## src/design/exec_pkg.sv

```systemverilog
package exec_pkg;

	localparam int data_width = 16;
	localparam int reg_addr_width = 4;

	// ALU opcodes, codes 3, 7, 14 and 15 are unused
	typedef enum logic [3:0] {
		add    = 4'h0,
		sub    = 4'h1,
		xor_op = 4'h2,
		sll    = 4'h4,
		sra    = 4'h5,
		ror    = 4'h6,
		red    = 4'h8,
		paddsb = 4'h9,
		add_nf = 4'hA, // Add without flag update
		llb    = 4'hB,
		lhb    = 4'hC,
		pass   = 4'hD
	} alu_op_e;

	typedef enum logic [1:0] {
		shift_left        = 2'd0,
		shift_arith_right = 2'd1,
		rotate_right      = 2'd2
	} shift_mode_e;

	// Control carried from decode on toward memory and writeback
	typedef struct packed {
		logic [reg_addr_width-1:0] rd;
		logic [reg_addr_width-1:0] rs;
		logic [reg_addr_width-1:0] rt;
		logic mem_write_en;
		logic mem_read_en;
		logic reg_write_en;
		logic reg_write_src; // Selects memory data over ALU result
		logic halt;
	} exec_ctrl_t;

	typedef struct packed {
		logic n;
		logic z;
		logic v;
	} alu_flags_t;

endpackage

```

## src/design/carry_lookahead_adder.sv

```systemverilog
`timescale 1ns/1ps

module carry_lookahead_adder (
	input  logic [exec_pkg::data_width-1:0] a,
	input  logic [exec_pkg::data_width-1:0] b,
	input  logic                            cin,
	output logic [exec_pkg::data_width-1:0] sum,
	output logic                            cout
);
	logic [exec_pkg::data_width-1:0] g;
	logic [exec_pkg::data_width-1:0] p;
	logic [exec_pkg::data_width-1:0] c; // Carry into each bit
	logic [3:0] grp_g;
	logic [3:0] grp_p;
	logic [4:0] grp_c; // Carry into each group, top bit is carry out

	assign g = a & b;
	assign p = a ^ b;

	// First level, lookahead inside each 4-bit group
	for (genvar k = 0; k < 4; k++) begin : gen_group
		assign grp_g[k] = g[4*k+3] | (p[4*k+3] & g[4*k+2]) | (p[4*k+3] & p[4*k+2] & g[4*k+1])
			| (p[4*k+3] & p[4*k+2] & p[4*k+1] & g[4*k]);
		assign grp_p[k] = &p[4*k +: 4];
		assign c[4*k]   = grp_c[k];
		assign c[4*k+1] = g[4*k] | (p[4*k] & grp_c[k]);
		assign c[4*k+2] = g[4*k+1] | (p[4*k+1] & g[4*k]) | (p[4*k+1] & p[4*k] & grp_c[k]);
		assign c[4*k+3] = g[4*k+2] | (p[4*k+2] & g[4*k+1]) | (p[4*k+2] & p[4*k+1] & g[4*k])
			| (p[4*k+2] & p[4*k+1] & p[4*k] & grp_c[k]);
	end

	// Second level across the groups
	assign grp_c[0] = cin;
	assign grp_c[1] = grp_g[0] | (grp_p[0] & cin);
	assign grp_c[2] = grp_g[1] | (grp_p[1] & grp_g[0]) | (grp_p[1] & grp_p[0] & cin);
	assign grp_c[3] = grp_g[2] | (grp_p[2] & grp_g[1]) | (grp_p[2] & grp_p[1] & grp_g[0])
		| (grp_p[2] & grp_p[1] & grp_p[0] & cin);
	assign grp_c[4] = grp_g[3] | (grp_p[3] & grp_g[2]) | (grp_p[3] & grp_p[2] & grp_g[1])
		| (grp_p[3] & grp_p[2] & grp_p[1] & grp_g[0])
		| (grp_p[3] & grp_p[2] & grp_p[1] & grp_p[0] & cin);

	assign sum  = p ^ c;
	assign cout = grp_c[4];

endmodule

```

## src/design/barrel_shifter.sv

```systemverilog
`timescale 1ns/1ps

module barrel_shifter (
	input  logic [exec_pkg::data_width-1:0] shift_in,
	input  logic [3:0]                      amount,
	input  exec_pkg::shift_mode_e           mode,
	output logic [exec_pkg::data_width-1:0] shift_out
);
	// Stage i feeds the level that moves by 2**i
	logic [exec_pkg::data_width-1:0] stage [0:4];

	assign stage[0] = shift_in;

	for (genvar i = 0; i < 4; i++) begin : gen_level
		logic [exec_pkg::data_width-1:0] moved;

		always_comb begin
			case (mode)
				exec_pkg::shift_left:
					moved = {stage[i][exec_pkg::data_width-1-2**i:0], {(2**i){1'b0}}};
				exec_pkg::shift_arith_right: // Sign fill
					moved = {{(2**i){stage[i][exec_pkg::data_width-1]}},
						stage[i][exec_pkg::data_width-1:2**i]};
				exec_pkg::rotate_right:
					moved = {stage[i][2**i-1:0], stage[i][exec_pkg::data_width-1:2**i]};
				default:
					moved = stage[i]; // Unused mode code
			endcase
		end

		// Bypass this level when its amount bit is clear
		assign stage[i+1] = amount[i] ? moved : stage[i];
	end

	assign shift_out = stage[4];

endmodule

```

## src/design/byte_reduction_unit.sv

```systemverilog
`timescale 1ns/1ps

module byte_reduction_unit (
	input  logic [exec_pkg::data_width-1:0] rs,
	input  logic [exec_pkg::data_width-1:0] rt,
	output logic [exec_pkg::data_width-1:0] rd
);
	logic [8:0] high_sum;  // rs high byte plus rt high byte
	logic [8:0] low_sum;   // rs low byte plus rt low byte
	logic [9:0] total;

	// Pairwise sums, each byte sign-extended to 9 bits so nothing overflows
	assign high_sum = {rs[15], rs[15:8]} + {rt[15], rt[15:8]};
	assign low_sum  = {rs[7], rs[7:0]} + {rt[7], rt[7:0]};

	// Second level of the tree
	assign total = {high_sum[8], high_sum} + {low_sum[8], low_sum};

	assign rd = {{(exec_pkg::data_width-10){total[9]}}, total};

endmodule

```

## src/design/nibble_sat_adder.sv

```systemverilog
`timescale 1ns/1ps

module nibble_sat_adder (
	input  logic [exec_pkg::data_width-1:0] a,
	input  logic [exec_pkg::data_width-1:0] b,
	output logic [exec_pkg::data_width-1:0] sum
);
	// Lanes are independent, no carry crosses a nibble boundary
	for (genvar k = 0; k < 4; k++) begin : gen_lane
		logic [3:0] raw;
		logic       ovf;

		assign raw = a[4*k +: 4] + b[4*k +: 4];

		// Same operand signs but a different result sign
		assign ovf = (a[4*k+3] == b[4*k+3]) && (raw[3] != a[4*k+3]);

		// Clamp to -8 or +7
		assign sum[4*k +: 4] = ovf ? (a[4*k+3] ? 4'h8 : 4'h7) : raw;
	end

endmodule

```

## src/design/execute_stage.sv

```systemverilog
`timescale 1ns/1ps

module execute_stage (
	input  logic                            clk,
	input  logic                            rst,
	input  logic [exec_pkg::data_width-1:0] reg_rs,
	input  logic [exec_pkg::data_width-1:0] reg_rt,
	input  logic [exec_pkg::data_width-1:0] imm,
	input  logic [exec_pkg::data_width-1:0] pc_plus2,
	input  logic                            alu_src1,
	input  logic                            alu_src2,
	input  exec_pkg::alu_op_e               alu_op,
	input  exec_pkg::exec_ctrl_t            ctrl_in,
	output logic [exec_pkg::data_width-1:0] alu_result,
	output exec_pkg::alu_flags_t            flags,
	output logic                            flag_update,
	output exec_pkg::exec_ctrl_t            ctrl_out,
	output logic [exec_pkg::data_width-1:0] reg_rt_out
);
	logic [exec_pkg::data_width-1:0] rs_q;
	logic [exec_pkg::data_width-1:0] rt_q;
	logic [exec_pkg::data_width-1:0] imm_q;
	logic [exec_pkg::data_width-1:0] pc_q;
	logic                            src1_sel_q;
	logic                            src2_sel_q;
	exec_pkg::alu_op_e               op_q;
	exec_pkg::exec_ctrl_t            ctrl_q;

	logic [exec_pkg::data_width-1:0] src1;
	logic [exec_pkg::data_width-1:0] src2;
	logic                            is_sub;
	logic [exec_pkg::data_width-1:0] adder_b;
	logic [exec_pkg::data_width-1:0] adder_sum;
	logic [exec_pkg::data_width-1:0] sat_sum;
	logic                            overflow;
	exec_pkg::shift_mode_e           shift_mode;
	logic [exec_pkg::data_width-1:0] shift_res;
	logic [exec_pkg::data_width-1:0] red_res;
	logic [exec_pkg::data_width-1:0] paddsb_res;
	exec_pkg::alu_flags_t            new_flags;

	// Input registers take one instruction per cycle
	always_ff @(posedge clk) begin
		if (rst) begin
			rs_q       <= '0;
			rt_q       <= '0;
			imm_q      <= '0;
			pc_q       <= '0;
			src1_sel_q <= 1'b0;
			src2_sel_q <= 1'b0;
			op_q       <= exec_pkg::add;
			ctrl_q     <= '0;
		end else begin
			rs_q       <= reg_rs;
			rt_q       <= reg_rt;
			imm_q      <= imm;
			pc_q       <= pc_plus2;
			src1_sel_q <= alu_src1;
			src2_sel_q <= alu_src2;
			op_q       <= alu_op;
			ctrl_q     <= ctrl_in;
		end
	end

	assign src1 = src1_sel_q ? pc_q : rs_q;
	assign src2 = src2_sel_q ? imm_q : rt_q;

	// Subtract as src1 + ~src2 + 1
	assign is_sub  = (op_q == exec_pkg::sub);
	assign adder_b = is_sub ? ~src2 : src2;

	carry_lookahead_adder i_cla (
		.a    (src1),
		.b    (adder_b),
		.cin  (is_sub),
		.sum  (adder_sum),
		.cout ()
	);

	assign overflow = (src1[exec_pkg::data_width-1] == adder_b[exec_pkg::data_width-1])
		&& (adder_sum[exec_pkg::data_width-1] != src1[exec_pkg::data_width-1]);
	// Positive overflow wraps negative, so clamp by the sum sign
	assign sat_sum = !overflow ? adder_sum
		: adder_sum[exec_pkg::data_width-1] ? {1'b0, {(exec_pkg::data_width-1){1'b1}}}
		: {1'b1, {(exec_pkg::data_width-1){1'b0}}};

	always_comb begin
		case (op_q)
			exec_pkg::sra: shift_mode = exec_pkg::shift_arith_right;
			exec_pkg::ror: shift_mode = exec_pkg::rotate_right;
			default:       shift_mode = exec_pkg::shift_left;
		endcase
	end

	barrel_shifter i_shifter (
		.shift_in  (src1),
		.amount    (src2[3:0]),
		.mode      (shift_mode),
		.shift_out (shift_res)
	);

	byte_reduction_unit i_red (
		.rs (src1),
		.rt (src2),
		.rd (red_res)
	);

	nibble_sat_adder i_psa (
		.a   (src1),
		.b   (src2),
		.sum (paddsb_res)
	);

	always_comb begin
		case (op_q)
			exec_pkg::add,
			exec_pkg::sub:    alu_result = sat_sum;
			exec_pkg::add_nf: alu_result = adder_sum; // Wraps
			exec_pkg::xor_op: alu_result = src1 ^ src2;
			exec_pkg::sll,
			exec_pkg::sra,
			exec_pkg::ror:    alu_result = shift_res;
			exec_pkg::red:    alu_result = red_res;
			exec_pkg::paddsb: alu_result = paddsb_res;
			exec_pkg::llb:    alu_result = {src1[15:8], src2[7:0]};
			exec_pkg::lhb:    alu_result = {src2[7:0], src1[7:0]};
			exec_pkg::pass:   alu_result = src1;
			default:          alu_result = '0;
		endcase
	end

	assign new_flags.n = alu_result[exec_pkg::data_width-1];
	assign new_flags.z = (alu_result == '0);
	assign new_flags.v = overflow;

	// Codes from red upward leave the flags alone
	assign flag_update = (op_q < exec_pkg::red);

	always_ff @(posedge clk) begin
		if (rst) begin
			flags <= '0;
		end else if (flag_update) begin
			if (op_q == exec_pkg::add || is_sub) begin
				flags <= new_flags;
			end else if (op_q == exec_pkg::xor_op || op_q == exec_pkg::sll
					|| op_q == exec_pkg::sra || op_q == exec_pkg::ror) begin
				flags.z <= new_flags.z; // Logic and shift ops
			end
		end
	end

	assign ctrl_out   = ctrl_q;
	assign reg_rt_out = rt_q;

endmodule

```

## config.mk

```make
export PLATFORM = sky130hd
export DESIGN_NAME = execute_stage
export DESIGN_NICKNAME = d
export VERILOG_FILES = /design/src/design/exec_pkg.sv /design/src/design/carry_lookahead_adder.sv /design/src/design/barrel_shifter.sv /design/src/design/byte_reduction_unit.sv /design/src/design/nibble_sat_adder.sv /design/src/design/execute_stage.sv
export SDC_FILE = /design/constraint.sdc
export NUM_CORES = 1
export LEC_CHECK = 0
export BUFFER_PORTS_ARGS = -buffer_cell sky130_fd_sc_hd__buf_2
export CORE_AREA = 2 2 154 156
export CTS_BUF_LIST = sky130_fd_sc_hd__clkbuf_8
export CTS_CLUSTER_SIZE = 24
export DETAILED_ROUTE_END_ITERATION = 10
export DIE_AREA = 0 0 156 158
export SLEW_MARGIN = 20
export SYNTH_ARGS = -nofsm -noshare
export SYNTH_HDL_FRONTEND = slang
export SYNTH_SLANG_ARGS = --single-unit
```

## constraint.sdc

```tcl
create_clock -name clk -period 9.5 [get_ports clk]
set_input_delay 0.475 -clock clk [delete_from_list [all_inputs] [get_ports clk]]
set_output_delay 0.475 -clock clk [all_outputs]
set_load 0.05 [all_outputs]
```

==> key figures, run 1 <==
GRT
  • First-pass GRT wire length: between 40 and 50 mm
  • Largest net degree at the start of global routing: between 60 and 70
  • Met3 Use GR: under 10%
  • Remaining Overflow, GRT: 0
  • GRT met2 Usage: between 30% and 40%
  • Vias in the first global route: around 7600
  • M1 GR Usage: around a third
  • Total Routing Usage GR: around a quarter
  • Global route hottest layer: met2
  • Initial antenna violation count: 1

Power
  • P_leak: slightly below 4 nW
  • Max VDD drop: approximately 0.12 mV
  • Pwr per Cell Area: 148 nW/µm²

Synthesis
  • Post-Syn Nets: 1120
  • Mapped Area: about 7900 µm²
  • Unique masters post-synth: between 80 and 90
  • Post-synth top area share: a little under a quarter
  • Primary FF master, synth: dfxtp_1
  • Cell taking the most area after synthesis: dfxtp_1
  • Post-synthesis mux area share: under 10%
  • Post-Syn Area per Cell: between 8 and 9 µm²
  • Largest family of logic cells by synthesized area: compound AO/OA/AOI/OAI gates
  • Number of synthesized flops with an enable pin: 0
  • Top cells by area, synth: dfxtp_1 23%, nor2b_1 7.2%, fa_1 6.1%, ha_1 5.7%, o21ai_0 4.9%
  • Post-Synth XOR/XNOR Area: under 10%
  • Fraction of the mapped netlist area in adder cells: between 10% and 20%
  • Fraction of the mapped netlist area in simple logic gates: between 20% and 30%
  • Warnings, synthesis: 0
  • Cells after synthesis: ~1000
  • Compound-Gate Fraction of Synth Area: 24.5%
  • #FFs+latches synth: 90
  • Post-synth ARST share: 0%
  • Seq/Total Area, Yosys: 22.8%

Timing
  • Unrepaired setup endpoints after global routing: false
  • Minimum clock period: 6510 ps
  • Max-slew violations: 0
  • Fin crit share: between 60 and 70%
  • Endpoints failing setup: 0
  • Hold Fails Final Rpt: 0
  • Slew headroom: between 30% and 40%
  • Clk_skew: 13.1 ps
  • Slew @ Worst Pin: 933 ps
  • Total negative slack: 0 ps
  • Fmax: approximately 0.15 GHz

Clock network
  • TritonCTS clock tree: yes
  • Cts repair resizes: 0
  • Setup Buffers After CTS: 0
  • CTS buffer count: 9
  • Clock slew at reported path FFs: about 110 ps
  • H-tree levels: 3
  • Clk Latency, worst-skew pair: 370 ps
  • Clock sink count: 90
  • CTS root buffer: clkbuf_8
  • Clock buffer depth: 2
  • # hold bufs at CTS: 0

Worst setup path
  • Worst Setup End Kind: flip-flop
  • CP arrival: about 6800 ps
  • Critical path's slowest cell: o21a_1
  • Max FO, Critical Path: 28
  • Crit-path max cell delay: 590 ps
  • Crit path required time: a little under 10000 ps
  • CP Cell Sequence: buf_4, nand2_1, o21a_1, inv_2, xor2_1, ha_1, and2_4, a221o_1, a21oi_1, nor3_1, a2111o_1, inv_1, o21ai_0, fa_1, xnor2_1, a21oi_1, a211oi_1, o21a_1, nand4b_1, or3_1, or4_1, o32ai_2
  • Reg-to-Reg Start: src2_sel_q
  • Crit. Startpoint: src2_sel_q
  • CP Class: flip-flop to flip-flop
  • Crit start category: flip-flop

Place
  • Routability cong.: 1.02
  • IO Port Bufs: ~140
  • Placed cell count: between 1000 and 1500
  • Hpwl dp: between 20 and 25 mm

Route
  • Via count: 8219
  • Remaining antenna violation count after routing: 0
  • Post-DR wirelength/cell: roughly 22 µm
  • Via density: about 5.9
  • DR DRC count: 0
  • Total routed wirelength: between 30 and 40 mm
  • Initial DRC count: roughly 1100
  • Pre-antenna DRT Iters: 7

Die
  • Die Footprint: around 25000 µm²
  • Std cell rows: between 50 and 60
  • Core Region: 23100 µm²
  • Initial core utilization: 34.3%
  • Die Height: about 160 µm
  • # IOs: around 140
  • Die Wd: approximately 160 µm

Layout
  • Final nets: between 1000 and 1500
  • Fin cells: about 1400
  • Syn-to-layout area delta: 14.6%
  • Share of layout cells above drive strength 1: 21.3%
  • Core Util, Final: around two fifths

Job
  • Max-cap violations: 0

Hold path
  • Hold_sp: ctrl_in[0]
  • HP Class: input port to flip-flop

Outcome
  • Status: complete, no violations
==> path summary, 6_finish.rpt <==
path	endpoint	slack, ps	cells after the start
worst max-delay path	flags[1]	2990	22
worst min-delay path	ctrl_out[0]	300	2
worst max register to register	flags[1]	2990	22
worst min register to register	flags[0]	530	2
==> flip-flops by register name, summed over array words and instances, names as in the netlist <==
register    cells
ctrl_out       17
flags           3
imm_q          16
op_q            4
pc_q           16
reg_rt_out     16
rs_q           16
src1_sel_q      1
src2_sel_q      1
==> per-layer routing <==
metal / up-vias / routed length [µm]
li1: 3783 / -
met1: 3780 / 12800
met2: 574 / 13000
met3: 82 / 3720
met4: 0 / 1240
met5: - / 0
==> cell usage in the layout (no fill, tap or decap), types with 30 or more instances in the layout <==
master and count:
a21oi_1 62, buf_2 141, dfxtp_1 90, ha_1 36, inv_1 35, nand2_1 67
nand3_1 30, nor2_1 63, nor2b_1 91, o21ai_0 78
==> cell usage after synthesis (all sizes together), types with 5 or more instances <==
library cell	n
a211o	5
a211oi	22
a21o	10
a21oi	62
a311oi	5
a31oi	18
and2	5
buf	31
clkbuf	32
dfxtp	90
fa	24
ha	36
inv	41
mux2	7
mux2i	42
nand2	67
nand2b	6
nand3	30
nand4	12
nor2	63
nor2b	91
nor3	22
nor4	6
o2111ai	9
o211ai	17
o21a	6
o21ai	82
o221ai	7
o22ai	16
or3	7
or4	5
xnor2	21
xor2	12
==> stage by stage <==
stage	hold slack, ps	power (mW)	instance area [µm²]	setup WS [ps]
6_report	296	1.34	9070	2990
3_3_place_gp	484	1.07	8860	3220
2_1_floorplan	603	0.883	7910	2940
3_5_place_dp	494	1.07	8860	3110
4_1_cts	282	1.34	9060	3080
5_1_grt	280	1.42	9060	2590
==> cell type report <==
class                      instances  area, µm²
tap                              290        363
inverter                          42        159
clock inverter                     7       76.3
antenna                            1       2.50
multi-input combinational        776       5640
timing repair buffer             167        901
fill                            2376      14000
clock buffer                       9        124
sequential                        90       1800
==> critical path, delay by kind of cell (launching register included) <==
| family | cells | cell delay (ps) |
|---|---|---|
| compound gates | 9 | 2600 |
| simple gates | 6 | 1360 |
| flops | 1 | 400 |
| buf+inv | 3 | 760 |
| xor+xnor | 2 | 490 |
| fa+ha+maj | 2 | 820 |
==> power breakdown <==
| part | internal, mW | switching, mW | total (mW) |
|---|---|---|---|
| logic | 0.219 | 0.447 | 0.666 |
| clock network | 0.106 | 0.162 | 0.268 |
| registers | 0.398 | 0.0117 | 0.409 |
| total | 0.723 | 0.620 | 1.34 |
==> logic make-up (layout without fill, tap and decap cells) <==
group,after synthesis,after routing
simple gates,339,339
compound gates,295,295
buf+inv,105,225
flops,90,90
fa+ha+maj,60,60
mux,49,49
xor+xnor,33,33
other cells,0,1
No activity file was read; power rests on OpenSTA's default activity.
==> inputs of run 2 (changes only) <==
Clock period 9.5 ns to 6.3 ns, I/O delays scaled along.
==> key figures, run 2 (synthesis results as in run 1) <==
Timing
  • Unrepaired setup endpoints after global routing: false
  • Minimum clock period: between 5000 and 6000 ps
  • Clk_skew: between 20 and 25 ps
  • Total negative slack: 0 ps
  • Fin crit share: ~93%
  • Fmax: around 0.17 GHz
  • Endpoints failing setup: 0
  • Slew @ Worst Pin: about 1200 ps
  • Slew headroom: between 20% and 30%
  • Max-slew violations: 0
  • Hold Fails Final Rpt: 0

Route
  • Via density: between 5 and 6
  • Pre-antenna DRT Iters: 6
  • Remaining antenna violation count after routing: 0
  • Total routed wirelength: ~32 mm
  • Post-DR wirelength/cell: between 20 and 25 µm
  • DR DRC count: 0
  • Initial DRC count: between 900 and 1000
  • Via count: 8316

Clock network
  • # hold bufs at CTS: 0
  • Clock slew at reported path FFs: roughly 120 ps
  • Setup Buffers After CTS: 0
  • Clk Latency, worst-skew pair: roughly 390 ps
  • H-tree levels: 3
  • TritonCTS clock tree: yes
  • Clock sink count: 90
  • Cts repair resizes: 0
  • Clock buffer depth: 2
  • CTS buffer count: 9
  • CTS root buffer: clkbuf_8

Hold path
  • HP Class: input port to flip-flop
  • Hold_sp: reg_rt[12]

Power
  • Design Power: between 2 and 2.5 mW
  • Logic pwr share: around half
  • Max VDD drop: about 0.17 mV
  • Pwr per Cell Area: between 200 and 250 nW/µm²
  • P_leak: slightly below 4 nW
  • Flop pwr share: 30.2%
  • Internal power: about 1.1 mW
  • Sw frac: between 40% and 50%
  • Clock share of power: roughly 20%
  • Switching pwr: ~0.94 mW

Worst setup path
  • Crit path required time: roughly 6000 ps
  • Max FO, Critical Path: 13
  • Crit start category: flip-flop
  • Worst Setup End Kind: primary output
  • Reg-to-Reg Start: src2_sel_q
  • Crit. Startpoint: src2_sel_q
  • CP arrival: around 5500 ps
  • CP Class: flip-flop to primary output

Die
  • # IOs: ~140
  • Std cell rows: 56
  • Initial core utilization: between 30% and 40%
  • Die Footprint: between 20000 and 25000 µm²
  • Die Height: roughly 160 µm
  • Die Wd: around 160 µm
  • Core Region: 23100 µm²

Place
  • IO Port Bufs: between 100 and 150
  • Hpwl dp: approximately 25 mm
  • Routability cong.: about 1.0
  • Placed cell count: 1381
  • Post-DP Area: 8990 µm²

GRT
  • First-pass GRT wire length: approximately 47 mm
  • Initial antenna violation count: 0
  • Largest net degree at the start of global routing: 62
  • Remaining Overflow, GRT: 0
  • Vias in the first global route: approximately 7600
  • Total Routing Usage GR: around 25%

Layout
  • Max reg flops: 17
  • Commonest non-fill, non-tap cell in the layout: buf_2
  • Fin cells: ~1400
  • Fill cell count: roughly 2400
  • Share of layout cells above drive strength 1: 22.6%
  • ANT cells: 0
  • Core Util, Final: 39.9%
  • Post-route cell area: 9190 µm²
  • Syn-to-layout area delta: 16.1%
  • Most frequent cells in the layout: 141 x buf_2, 91 x nor2b_1, 89 x dfxtp_1
  • Final nets: around 1300

Job
  • Max-cap violations: 0

Outcome
  • Status: complete, no violations
==> run 2: cell types whose count changed in the layout (fill, tap and decap cells not counted) <==
cell / before / now
a21oi_1: 62 / 61
a21oi_2: 0 / 1
buf_4: 26 / 42
clkinv_8: 0 / 1
dfxtp_1: 90 / 89
dfxtp_2: 0 / 1
diode_2: 1 / 0
inv_12: 1 / 0
mux2i_1: 26 / 27
mux2i_2: 8 / 7
nor3b_1: 3 / 2
nor3b_2: 0 / 1
==> run 2: metrics by stage <==
stage / worst slack [ps] / hold slack [ps]
CTS: 538 / 99.4
global route: 124 / 109
detailed placement: 652 / 483
finish: 470 / 123
floorplan: 59.3 / 443
global placement: 744 / 481
==> run 2: cell type report <==
class                   count  area [µm²]  share of cell area (%)
multi-input cells         776        5650                    61.4
clock inverters             7        76.3                   0.830
clock buffers               9         124                    1.35
flip-flops and latches     90        1800                    19.6
well taps                 290         363                    3.95
repair buffers            183        1020                    11.1
inverters                  42         159                    1.73
==> run 2: per-layer routing <==
layer / GRT usage, % / wire length (µm) / vias up
met5: 0 / 0 / -
met4: 9.35 / 1200 / 0
met3: 6.43 / 3550 / 87
met2: 39.4 / 13800 / 572
met1: 34.2 / 13100 / 3839
li1: - / - / 3818
==> run 2: path summary, 6_finish.rpt <==
check | cells after the start | slack (ps) | to
worst max-delay path | 15 | 470 | alu_result[10]
worst min-delay path | 2 | 120 | reg_rt_out[12]
worst min register to register | 2 | 500 | flags[2]
worst max register to register | 17 | 570 | flags[1]
==> run 2: worst max-delay path, stage by stage (launching register included) <==
cell	delay, ps
dfxtp_1	590
buf_4	320
mux2i_1	740
inv_1	190
fa_1	500
fa_1	490
ha_1	360
o21a_1	200
o21ai_0	180
o2bb2ai_1	150
xnor2_1	90
nand2_1	120
nand2_1	130
a2111oi_0	590
o21ai_1	200
buf_2	270
==> run 2: power groups by stage <==
stage	clock, mW	sequential [mW]	combinational, mW
detailed placement	0	0.630	0.993
finish	0.410	0.617	1.01
floorplan	0	0.670	0.662
global placement	0	0.630	1.00
global route	0.444	0.621	1.08
CTS	0.425	0.618	0.997
